`config.mk`:
```
export PLATFORM = sky130hd
export DESIGN_NAME = inst_queue
export DESIGN_NICKNAME = d
export VERILOG_FILES = /design/src/hw/inst_queue.sv
export SDC_FILE = /design/constraint.sdc
export NUM_CORES = 1
export LEC_CHECK = 0
export BUFFER_PORTS_ARGS = -buffer_cell sky130_fd_sc_hd__buf_2
export CORE_ASPECT_RATIO = 0.5
export CORE_MARGIN = 1
export CORE_UTILIZATION = 45
export DETAILED_ROUTE_END_ITERATION = 12
export GPL_ROUTABILITY_DRIVEN = 0
export HOLD_SLACK_MARGIN = 0.12
export PLACE_DENSITY = 0.66
export RECOVER_POWER = 100
export SYNTH_ARGS = -nofsm -noshare
export SYNTH_HDL_FRONTEND = slang
export SYNTH_SLANG_ARGS = --single-unit
```
`constraint.sdc`:
```
create_clock -name clk -period 3 [get_ports clk]
set_input_delay 0.15 -clock clk [delete_from_list [all_inputs] [get_ports clk]]
set_output_delay 0.15 -clock clk [all_outputs]
set_load 0.03 [all_outputs]
```
`src/hw/inst_queue.sv`:
```
`timescale 1ns/10ps

module inst_queue #(
    parameter int WIDTH = 64,
    parameter int DEPTH = 16    // power of two
) (
    input  logic             clk,
    input  logic             rst,

    input  logic             enq_i,
    input  logic [WIDTH-1:0] enq_data_i,
    input  logic             deq_i,
    output logic [WIDTH-1:0] deq_data_o,

    output logic             full_o,
    output logic             empty_o
);

    localparam int PTR_W = $clog2(DEPTH);
    localparam int CNT_W = PTR_W + 1;

    logic [WIDTH-1:0] mem_q [DEPTH];

    logic [PTR_W-1:0] wr_ptr;
    logic [PTR_W-1:0] rd_ptr;
    logic [CNT_W-1:0] count;

    // pointers wrap on their own
    always_ff @(posedge clk) begin
        if (rst) begin
            wr_ptr <= '0;
            rd_ptr <= '0;
            count  <= '0;
        end else begin
            if (enq_i) wr_ptr <= wr_ptr + 1'b1;
            if (deq_i) rd_ptr <= rd_ptr + 1'b1;
            unique case ({enq_i, deq_i})
                2'b10:   count <= count + 1'b1;
                2'b01:   count <= count - 1'b1;
                default: count <= count;
            endcase
        end
    end

    always_ff @(posedge clk) begin
        if (enq_i) mem_q[wr_ptr] <= enq_data_i;
    end

    assign deq_data_o = mem_q[rd_ptr];

    // one slot spare for the fetch in flight
    assign full_o  = (count >= CNT_W'(DEPTH - 1));
    assign empty_o = (count == '0);

    no_overflow : assert property (
        @(posedge clk) disable iff (rst) enq_i |-> (count != CNT_W'(DEPTH))
    ) else $error("enqueue into full queue");

    no_underflow : assert property (
        @(posedge clk) disable iff (rst) deq_i |-> !empty_o
    ) else $error("dequeue from empty queue");

endmodule : inst_queue

```
# Yosys cells after proc, flatten, opt, wreduce, memory -nomap -nowiden
# Memories as Yosys holds them, arrays and structs flattened. A register that Yosys moved wholly into a read port is not among the register bits.
# Cells that the tools add are included.
# W data, S select, Z words.
[op_classes]
add_sub_neg = 4
n_lt_le_gt_ge = 1
n_eq_ne = 2
muxes = 5
reduce_logical = 2
[op_table]
columns = ["operator", "count"]
rows = [
  ["$pmux W5 S2", 1],
  ["$add A4 B1 Y4 const B", 2],
  ["$mux W4", 2],
  ["$add A5 B1 Y5 const B", 1],
  ["$ge A5 B4 Y1 const B", 1],
  ["$logic_not A5 Y1", 1],
  ["$sub A5 B1 Y5 const B", 1],
  ["$eq A2 B1 Y1 const B", 1],
  ["$eq A2 B2 Y1 const B", 1],
  ["$mux W1", 2],
  ["$reduce_bool A2 Y1", 1],
]
[totals]
regBits = 13
ram_bits = 1024
memories = 1
[memory_table]
columns = ["name", "depth", "word_bits", "read_ports", "rd_clocked_by_memory_dff", "write_ports", "line_no", "source"]
rows = [
  ["mem_q", 16, 64, 1, 1, 1, "22", "logic [WIDTH-1:0] mem_q [DEPTH];"],
]

# Logic depth before layout (Yosys ltp)
# Gate-level depths: netlist (run 1).
[depth]
depth_word = 3
depth_mapped = 10
ltp_nobuf = 8

# Least setup slack after synthesis (run 1)
# No wires, ideal clock.
[synth_timing]
kind = "in2reg"
startpoint = "input enq_i"
endpoint = "memory mem_q[10][0], enable pin"
setup_time_ns = 0.429
arrival_time_ns = 2.338
required_ns = 2.571
slack_ns = 0.233
cell_stages = 4
path_buffers = 1
cell_sequence = "clkbuf_1 > inv_1 > nor3b_1 > and2_1"
[synth_between]
elab_chain_len = 2
[synth_rtl]
columns = ["element", "line_no", "source"]
rows = [
  ["start, declared", "10", "input logic enq_i,"],
  ["$mux W1", "46", "if (enq_i) mem_q[wr_ptr] <= enq_data_i;"],
  ["$mux W1 (implied by the code)", "46", ""],
  ["end, declared", "22", ""],
]
# Every way passes these cells.

==> out/results.ini, run 1 <==
[die]
initial_core_util_pct=45.48
die-area_um2=88330
dieWidth_um=419.3
rows=76
die_y_um=210.7
pin_count=134
core-area_um2=86150

[placement]
dp_hpwl_um=45510
place_area_um2=41860
place_worst_setup_slack_ns=0.7434
portBuffers=133

[sta]
tns_ns=0
rsz0062_at_grt=no
fmax_ghz=0.3494
period_needed_ns=2.862
slew_headroom_pct=-9.347
worstMarginPinSlew_ns=1.640
skew_ns=0.02255
slew_violations=23
hold_ws_ns=0.4358
setup_viol=0
hold_viol=0
min_period_over_period_pct=95.39
timing.final.ws_setup_ns=0.1383

[synth]
synth_ff_type=edfxtp_1
ys_ff_latch=1041
synth_cell_types=38
synth_area_leader_cell=edfxtp_1
synth_cells=1677
ys_seq_area_share_pct=79.34
synth_warnings=0
synth_edf_count=1024
synthTopCellsByArea=edfxtp_1 (78%), mux4_2 (15%), a22oi_1 (2.5%)
synth_top_area_share_pct=78.47
synth.avg_cell_area_um2=23.37
syn-cell-area_um2=39180
synth_nets=1754
synth-async-reset-ratio_pct=0

[clock_network]
h-tree-depth=3
clock-sinks=1041
cts_root_buf=clkbuf_16
clk_transition_reported_paths_ns=0.06
cts_buffers=91
cts.path.max_buffers=3
insertion_delay_ns=0.66
cts_tree=done

[grt]
grt_max_degree=83
use_met1_pct=28.87
grt_pass1_wl_um=126300
grt-ovfl-total=0
grt_busiest_layer=met2
met3_usage_pct=3.767
grt_pass1_vias=19000
grt_usage_pct=19.71
antenna_found_initial=2
grt_use_met2_pct=31.25

[critical_path]
criticalPathCategory=register to output pin
rr_startpoint=wr_ptr[0]
crit_arrival_ns=2.71
cp.required_ns=2.85
worstSetupStartpointType=register
slowest_stage=clkbuf_4
critical_path.max_fanout=37
max_stage_delay_ns=0.41
worst-r2r-setup-slack_ns=0.21
reg2reg_depth=3
endpoint_kind=output pin
endpoint=deq_data_o[28]
reg2reg_to=mem_q[5][2]
crit_chain=buf_12 > clkbuf_4 > mux4_2 > a22oi_1 > nand2_1 > clkbuf_2

[drt]
firstDrtPassIters=5
wl_per_cell_um=27.03
drc=0
ant_nets=0
route.vias.total=18560
vias_per_cell=5.805
wirelength_um=86410
detail_route.iter0.violations=2098

[power]
swShare_pct=21.49
cellPowerDensity_nw_per_um2=684.8
intPower_mw=24.40
p_seq_share_pct=52.3
peakVddDrop_mv=0.4382
combPwrFrac_pct=7.8
switching_power_mw=6.676
power_leakage_nw=14.23
clkPwrFrac_pct=39.9

[run_status]
failed_checks=max-capacitance violations, max-slew violations
status=complete, but fails checks

[cells_and_area]
n_antenna_cell=0
area_growth_pct=15.79
layout-drive-gt1-share_pct=26.39
final_nets=2030
final_cell_mix=edfxtp_1 (1,024), mux4_2 (256), a22oi_1 (128)
final_common_cell=edfxtp_1
fin_area_um2=45370

[run]
cap_violations=1

[min_path]
min_path_type=input port to register

-- worst min path at each step --
| stage | start | endpoint | slack, ns | cells past startpoint |
|---|---|---|---|---|
| 2_1_floorplan | enq_data_i[0] | mem_q[0][0] | 0.25 | 0 |
| 3_3_place_gp | rd_ptr[3] | register | 0.50 | 2 |
| 3_5_place_dp | rd_ptr[3] | register | 0.51 | 2 |
| 4_1_cts | enq_data_i[27] | mem_q[13][27] | 0.35 | 2 |
| 5_1_grt | rst | count[1] | 0.44 | 3 |
| 6_report | rst | count[1] | 0.44 | 3 |
-- layer usage --
layer	vias to the layer above	share of wire, %	wire [um]
met3	117	7.0	6077
met4	4	1.6	1384
met1	10030	43	37220
li1	7744	-	-
met2	661	48	41700
met5	-	0.029	25
-- synthesized netlist by cell type (2+ instances only) --
master    count
a21oi_1       2
a22oi_1     128
and2_1       17
buf_1        10
buf_2        10
buf_4        18
buf_6         7
clkbuf_1     45
dfxtp_1      17
edfxtp_1   1024
ha_1          9
inv_1         4
mux2i_1       3
mux4_2      256
nand2_1      70
nand2b_1      2
nand4_1       5
nand4b_1      2
nor2_1       16
nor2b_1       3
nor3_1        2
o21ai_0       3
or3_1         2
xnor2_1       3
xor2_1        6
-- power groups by stage --
stage | Combinational, mW | Clock (mW) | Sequential, mW
6_report | 2.42 | 12.4 | 16.2
3_3_place_gp | 2.35 | 0 | 16.5
2_1_floorplan | 1.60 | 0 | 16.5
4_1_cts | 2.47 | 12.6 | 16.2
3_5_place_dp | 2.38 | 0 | 16.5
5_1_grt | 2.59 | 13.1 | 16.2
-- timing repair --
item | 4_1_cts | 5_1_grt
gates resized for setup | 0 | 1
endpoints found under the setup margin | 0 | 6
setup buffers | 0 | 4
hold buffers | 69 | 0
hold endpoints to repair | 1041 | 0
-- logic make-up after synthesis --
logic type | after synthesis | share of synthesized area (%)
flip-flops | 1041 | 79.34
multiplexers | 259 | 14.79
AO/OA/AOI/OAI | 138 | 2.634
AND/OR/NAND/NOR | 126 | 1.491
buffers and inverters | 95 | 1.252
XOR/XNOR | 9 | 0.2012
adder cells (fa/ha/maj) | 9 | 0.2874
-- worst max-delay path, delay by kind of cell (launching register included) --
kind	cells	cell delay (ns)
and+or+nand+nor	1	0.16
DFF	1	0.40
AOI/OAI and AO/OA	1	0.19
muxes	1	0.37
buffers and inverters	3	0.90
-- flip-flops by register name, summed over array words and instances (netlist names), named ones only --
name,count
mem_q,1024
rd_ptr,4
wr_ptr,4
count,5
-- final cells by class --
cell class	count	area (um2)
multi-input cells	541	7646
clock buffers	111	2416
repair buffers	274	1979
inverters	4	15.01
flip-flops and latches	1041	31100
fillers	6598	40780
well taps	1170	1464
clock inverters	56	754.5
-- per-stage QoR --
| step | cells | util, % | power (mW) |
|---|---|---|---|
| 6_report | 3197 | 52.66 | 31.07 |
| 5_1_grt | 3197 | 52.66 | 31.97 |
| 4_1_cts | 3192 | 53.07 | 31.30 |
| 3_5_place_dp | 2956 | 48.59 | 18.93 |
| 3_3_place_gp | 2956 | 48.59 | 18.89 |
| 2_1_floorplan | 1677 | - | 18.13 |
Power figures use the tool's default switching activity.
==> run 2: changes to the inputs <==
--- a/config.mk
+++ b/config.mk
@@ -7,13 +7,13 @@
 export LEC_CHECK = 0
 export BUFFER_PORTS_ARGS = -buffer_cell sky130_fd_sc_hd__buf_2
 export CORE_ASPECT_RATIO = 0.5
-export CORE_MARGIN = 1
 export CORE_UTILIZATION = 45
 export DETAILED_ROUTE_END_ITERATION = 12
 export GPL_ROUTABILITY_DRIVEN = 0
 export HOLD_SLACK_MARGIN = 0.12
 export PLACE_DENSITY = 0.66
 export RECOVER_POWER = 100
+export SETUP_SLACK_MARGIN = 0.2
 export SYNTH_ARGS = -nofsm -noshare
 export SYNTH_HDL_FRONTEND = slang
 export SYNTH_SLANG_ARGS = --single-unit
==> run 2 against run 1 <==
The run now ends clean. Maximum frequency increased by 0.81%. Via count up 1.8%. Die area did not move. Sequential share of layout area fell by 1.3 points. Power up 1.2%. Cell count increased by 1.1%. First-iteration DRC count grew 13%. Largest cell class unchanged. Highest routed layer unchanged.
==> out/results.ini, run 2 (synthesized netlist as in run 1, its figures left out) <==
[grt]
antenna_found_initial=2  ; unchanged
grt_pass1_wl_um=127900  ; +1.3%
grt_usage_pct=20.04  ; +0.33 points
grt-ovfl-total=0  ; unchanged
grt_pass1_vias=19050  ; +0.28%
grt_max_degree=83  ; unchanged

[die]
die_y_um=210.7  ; unchanged
rows=76  ; unchanged
pin_count=134  ; unchanged
die-area_um2=88330  ; unchanged
dieWidth_um=419.3  ; unchanged
core-area_um2=86150  ; unchanged
initial_core_util_pct=45.48  ; unchanged

[cells_and_area]
n_antenna_cell=0  ; unchanged
largest_reg_flops=1024  ; unchanged
final_nets=2066  ; +1.8%
regMostFlops=mem_q
fill_cells=6503  ; -1.4%
layout.area.seq_um2=31100  ; unchanged
largestRegisters=mem_q x1024, count x5
final_cell_mix=edfxtp_1 (1,024), mux4_2 (256), a22oi_1 (113)
final_common_cell=edfxtp_1
stdcell_count=3233  ; +1.1%
multi_input_area_um2=7726  ; +1.0%
fin_area_um2=46240  ; +1.9%
area_growth_pct=18.01
layout-drive-gt1-share_pct=27.73  ; +1.3 points

[sta]
slew_headroom_pct=1.731  ; +11 points
timing.final.ws_setup_ns=0.1614  ; +0.02313 ns
worstMarginPinSlew_ns=1.474  ; -0.1662 ns
rsz0062_at_grt=yes
skew_ns=0.02669  ; +0.004134 ns
period_needed_ns=2.839  ; -0.02313 ns
fmax_ghz=0.3523  ; +0.81%
slew_violations=0  ; -100%
min_period_over_period_pct=94.62  ; -0.77 points
hold_viol=0  ; unchanged
tns_ns=0  ; unchanged
setup_viol=0  ; unchanged

[clock_network]
clock-sinks=1041  ; unchanged
insertion_delay_ns=0.66  ; about the same
cts_root_buf=clkbuf_16
cts_tree=done
cts_buffers=91  ; unchanged
cts.path.max_buffers=3  ; unchanged
clk_transition_reported_paths_ns=0.06  ; about the same
h-tree-depth=3  ; unchanged

[min_path]
min_path_type=input port to register

[critical_path]
cp.required_ns=2.85  ; about the same
criticalPathCategory=register to output pin
critical_path.max_fanout=38  ; +2.7%
crit_arrival_ns=2.69  ; -0.02 ns
endpoint_kind=output pin
worstSetupStartpointType=register

[run]
cap_violations=0  ; -1

[drt]
route.vias.total=18890  ; +1.8%
drc=0  ; unchanged
firstDrtPassIters=5  ; unchanged
detail_route.iter0.violations=2368  ; +13%
wl_per_cell_um=28.06  ; +3.8%
wirelength_um=90710  ; +5.0%
vias_per_cell=5.842  ; +0.65%
ant_nets=0  ; unchanged

[run_status]
status=finished clean

[power]
cellPowerDensity_nw_per_um2=679.9  ; -0.71%
power_leakage_nw=14.55  ; +2.3%
peakVddDrop_mv=0.4487  ; +2.4%

[placement]
place_area_um2=41860  ; unchanged
portBuffers=133  ; unchanged
place_worst_setup_slack_ns=0.7434  ; unchanged
dp_hpwl_um=45510  ; unchanged
dp.cells=2956  ; unchanged

run 2: cell count changes in the layout (fill, tap and decap cells not counted), moves of 6 or more:
cell / change
a22oi_1: -15
a22oi_2: +15
buf_16: +11
buf_2: +6
buf_6: +7
clkbuf_1: +16
clkbuf_16: +13
clkbuf_2: -26
run 2: report_power, final:
part / total (mW) / switching (mW) / internal [mW]
Clock: 12.5 / 5.23 / 7.23
Sequential: 16.2 / 0.0687 / 16.2
Combinational: 2.74 / 1.55 / 1.20
Total: 31.4 / 6.85 / 24.6
run 2: cell type report:
| class | count | share of cell area, % |
|---|---|---|
| Timing Repair Buffer | 310 | 5.988 |
| Clock inverter | 56 | 1.632 |
| Clock buffer | 111 | 5.225 |
| Sequential cell | 1041 | 67.25 |
| Multi-Input combinational cell | 541 | 16.71 |
| Tap cell | 1170 | 3.166 |
| Inverter | 4 | 0.03247 |
run 2: through the flow:
step,hold WS [ns],power [mW],util (%)
after floorplan,0.2489,18.13,-
after global placement,0.5048,18.89,48.59
after detailed placement,0.5053,18.93,48.59
after CTS,0.3528,31.41,53.40
after global routing,0.4450,32.29,53.67
final,0.4338,31.44,53.67
run 2: path summary, 6_finish.rpt:
check	from	end	slack, ns	cells past startpoint
hold reg to reg	rd_ptr[3]	rd_ptr[3]	0.52	2
hold / removal	rst	count[1]	0.43	3
setup / recovery	register	deq_data_o[16]	0.16	6
setup reg to reg	wr_ptr[0]	mem_q[12][46]	0.24	4
run 2: critical path, cell delays in order, from the launching register on:
cell and delay (ns):
dfxtp_4 0.40, buf_12 0.28, clkbuf_4 0.41, mux4_2 0.36, a22oi_1 0.17, nand2_1 0.15
clkbuf_2 0.21
run 2: timing repair:
action | in CTS | in global routing
cloned | 4 | 18
buffers inserted | 10 | 9
endpoints found under the hold margin | 1041 | 0
pin swaps | 1 | 12
gates resized for setup | 15 | 58
setup endpoints to repair | 48 | 48
hold buffers | 69 | 0
run 2: metal layers:
layer	share of wire, %	vias to the layer above	GRT usage (%)
met5	0.028	-	0
met4	1.6	4	3.952
met3	7.7	122	4.045
met2	48	755	31.59
met1	43	10190	29.36
li1	-	7820	-
==> run 3: changes to the inputs <==
--- a/config.mk
+++ b/config.mk
@@ -8,9 +8,11 @@
 export BUFFER_PORTS_ARGS = -buffer_cell sky130_fd_sc_hd__buf_2
 export CORE_ASPECT_RATIO = 0.5
 export CORE_UTILIZATION = 45
+export CTS_BUF_LIST = sky130_fd_sc_hd__clkbuf_8
 export DETAILED_ROUTE_END_ITERATION = 12
 export GPL_ROUTABILITY_DRIVEN = 0
 export HOLD_SLACK_MARGIN = 0.12
+export MAX_ROUTING_LAYER = met4
 export PLACE_DENSITY = 0.66
 export RECOVER_POWER = 100
 export SETUP_SLACK_MARGIN = 0.2
==> run 3 against run 2 <==
Utilization shrank 0.38 points. Register-to-register slack about the same. Critical path type unchanged. Wire length increased by 0.51%. Clock power shrank 21%. Critical path depth is 1 higher. Critical endpoint is now deq_data_o[13]. Highest routed layer is now met4. Largest power group unchanged. Combinational power is 4% higher.
==> out/results.ini, run 3 (synthesized netlist as in run 1, its figures left out) <==
[cells_and_area]
largestRegisters=mem_q x1024, count x5
final_common_cell=edfxtp_1
final_cell_mix=edfxtp_1 (1,024), mux4_2 (256), clkbuf_8 (154)
final_nets=2125  ; +2.9%
area_growth_pct=17.18
regMostFlops=mem_q
layout-drive-gt1-share_pct=30.08  ; +2.4 points
final_util_pct=53.30  ; -0.38 points
fin_area_um2=45920  ; -0.70%
largest_reg_flops=1024  ; unchanged

[power]
cellPowerDensity_nw_per_um2=631.9  ; -7.1%
switching_power_mw=6.746  ; -1.5%
peakVddDrop_mv=0.4316  ; -3.8%
power_leakage_nw=14.65  ; +0.71%
swShare_pct=23.25  ; +1.5 points
p_seq_share_pct=56.0  ; +4.4 points
combPwrFrac_pct=9.8  ; +1.1 points
intPower_mw=22.27  ; -9.5%
clkPwrFrac_pct=34.2  ; -5.4 points

[sta]
slew_violations=0  ; unchanged
setup_viol=0  ; unchanged
min_period_over_period_pct=95.59  ; +0.97 points
hold_viol=0  ; unchanged
skew_ns=0.02190  ; -0.004783 ns
slew_headroom_pct=4.074  ; +2.3 points
tns_ns=0  ; unchanged
period_needed_ns=2.868  ; +0.02899 ns
worstMarginPinSlew_ns=1.439  ; -0.03515 ns
rsz0062_at_grt=yes
fmax_ghz=0.3487  ; -1.0%
timing.final.ws_setup_ns=0.1324  ; -0.02899 ns

[critical_path]
endpoint_kind=output pin
crit_arrival_ns=2.72  ; +0.03 ns
reg2reg_depth=4  ; unchanged
max_stage_delay_ns=0.50  ; +0.09 ns
cp.required_ns=2.85  ; about the same
slowest_stage=mux4_2
critical_path.max_fanout=6  ; -84%
worstSetupStartpointType=register
reg2reg_to=mem_q[12][60]
criticalPathCategory=register to output pin
crit_chain=buf_4 > buf_12 > buf_16 > mux4_2 > a22oi_1 > nand2_2 > clkbuf_2
worst-r2r-setup-slack_ns=0.23  ; about the same
rr_startpoint=wr_ptr[0]

[placement]
portBuffers=133  ; unchanged
place_area_um2=41860  ; unchanged
place_worst_setup_slack_ns=0.7434  ; unchanged
dp_hpwl_um=45510  ; unchanged

[clock_network]
insertion_delay_ns=0.80  ; +0.14 ns
cts_buffers=147  ; +62%
clk_transition_reported_paths_ns=0.06  ; about the same
cts.path.max_buffers=3  ; unchanged
h-tree-depth=4  ; +1
cts_root_buf=clkbuf_8
cts_tree=done
clock-sinks=1041  ; unchanged

[grt]
grt-ovfl-total=0  ; unchanged
grt_pass1_wl_um=131000  ; +2.4%
grt_pass1_vias=19690  ; +3.4%
grt_max_degree=83  ; unchanged
grt_usage_pct=21.38  ; +1.3 points
antenna_found_initial=4  ; +2

[drt]
drc=0  ; unchanged
wl_met1_um=38460  ; -1.4%
wl_met2_um=43530  ; +0.61%
detail_route.iter0.violations=2185  ; -7.7%
firstDrtPassIters=5  ; unchanged
routed-wl-met3_um=7708  ; +10%
route.vias.total=19160  ; +1.5%
top_layer_used=met4
vias_per_cell=5.758  ; -1.4%
wl_per_cell_um=27.39  ; -2.4%
wirelength_um=91170  ; +0.51%
ant_nets=0  ; unchanged

[min_path]
min_path_type=input port to register
min_to=count[1]
hold_start=rst
whs_path_depth=3  ; unchanged

[run_status]
status=finished clean

[die]
rows=76  ; unchanged
initial_core_util_pct=45.48  ; unchanged
die-area_um2=88330  ; unchanged
pin_count=134  ; unchanged
core-area_um2=86150  ; unchanged
dieWidth_um=419.3  ; unchanged
die_y_um=210.7  ; unchanged

[run]
cap_violations=0  ; unchanged

==> run 3: changes by cell type in the layout (fill, tap and decap cells not counted), sizes merged <==
cell / delta
diode: +4
clkinvlp: +1
clkinv: +7
buf: +17
inv: +53
clkbuf: +28
bufbuf: +1
bufinv: -16
==> run 3: layout make-up <==
| class | instances | area, um2 |
|---|---|---|
| diodes | 4 | 10.01 |
| clock buffers | 154 | 2120 |
| clock inverters | 101 | 439.2 |
| fillers | 6601 | 40240 |
| inverters | 4 | 15.01 |
| multi-input cells | 541 | 7789 |
| flip-flops and latches | 1041 | 31100 |
| well taps | 1170 | 1464 |
| repair buffers | 313 | 2983 |
==> run 3: metrics by stage <==
step	power, mW	hold slack [ns]	std cells
after floorplan	18.13	0.2489	1677
after global placement	18.89	0.5048	2956
after detailed placement	18.93	0.5053	2956
after CTS	29.20	0.2062	3316
after global routing	30.00	0.3095	3328
final	29.01	0.2960	3328
==> run 3: worst max-delay path by stage <==
stage              from             end  slack [ns]  cells past startpoint
6_report       register  deq_data_o[13]        0.13                      7
5_1_grt        register  deq_data_o[37]        0.03                      8
4_1_cts        register  deq_data_o[37]        0.09                      8
3_5_place_dp   register  deq_data_o[38]        0.74                      6
3_3_place_gp   register  deq_data_o[38]        0.76                      6
2_1_floorplan     enq_i    mem_q[10][0]        0.23                      4
==> run 3: per-layer routing <==
layer	global-route usage [%]	vias up
li1	-	7956
met5	-	-
met4	6.469	0
met3	3.987	102
met1	30.16	10270
met2	32.01	840
==> run 3: power by group through the flow <==
| stage | Clock, mW | Sequential [mW] | Combinational [mW] |
|---|---|---|---|
| global route | 10.7 | 16.2 | 3.02 |
| finish | 9.92 | 16.2 | 2.85 |
| detailed placement | 0 | 16.5 | 2.38 |
| CTS | 10.1 | 16.2 | 2.86 |
| floorplan | 0 | 16.5 | 1.60 |
| global placement | 0 | 16.5 | 2.35 |
==> run 3: what timing repair did <==
| action | 4_1_cts | 5_1_grt |
|---|---|---|
| cloned | 16 | 8 |
| hold endpoints to repair | 1047 | 0 |
| hold buffers | 69 | 0 |
| setup endpoints to repair | 64 | 64 |
| pin swaps | 40 | 12 |
| resized for setup | 109 | 23 |
| setup buffers | 20 | 0 |
==> run 3: worst max-delay path, delay by kind of cell (launching register included) <==
| kind | cells | cell delay, ns |
|---|---|---|
| AO/OA/AOI/OAI | 1 | 0.26 |
| multiplexers | 1 | 0.50 |
| flip-flops | 1 | 0.39 |
| AND/OR/NAND/NOR | 1 | 0.13 |
| buffers and inverters | 4 | 0.64 |
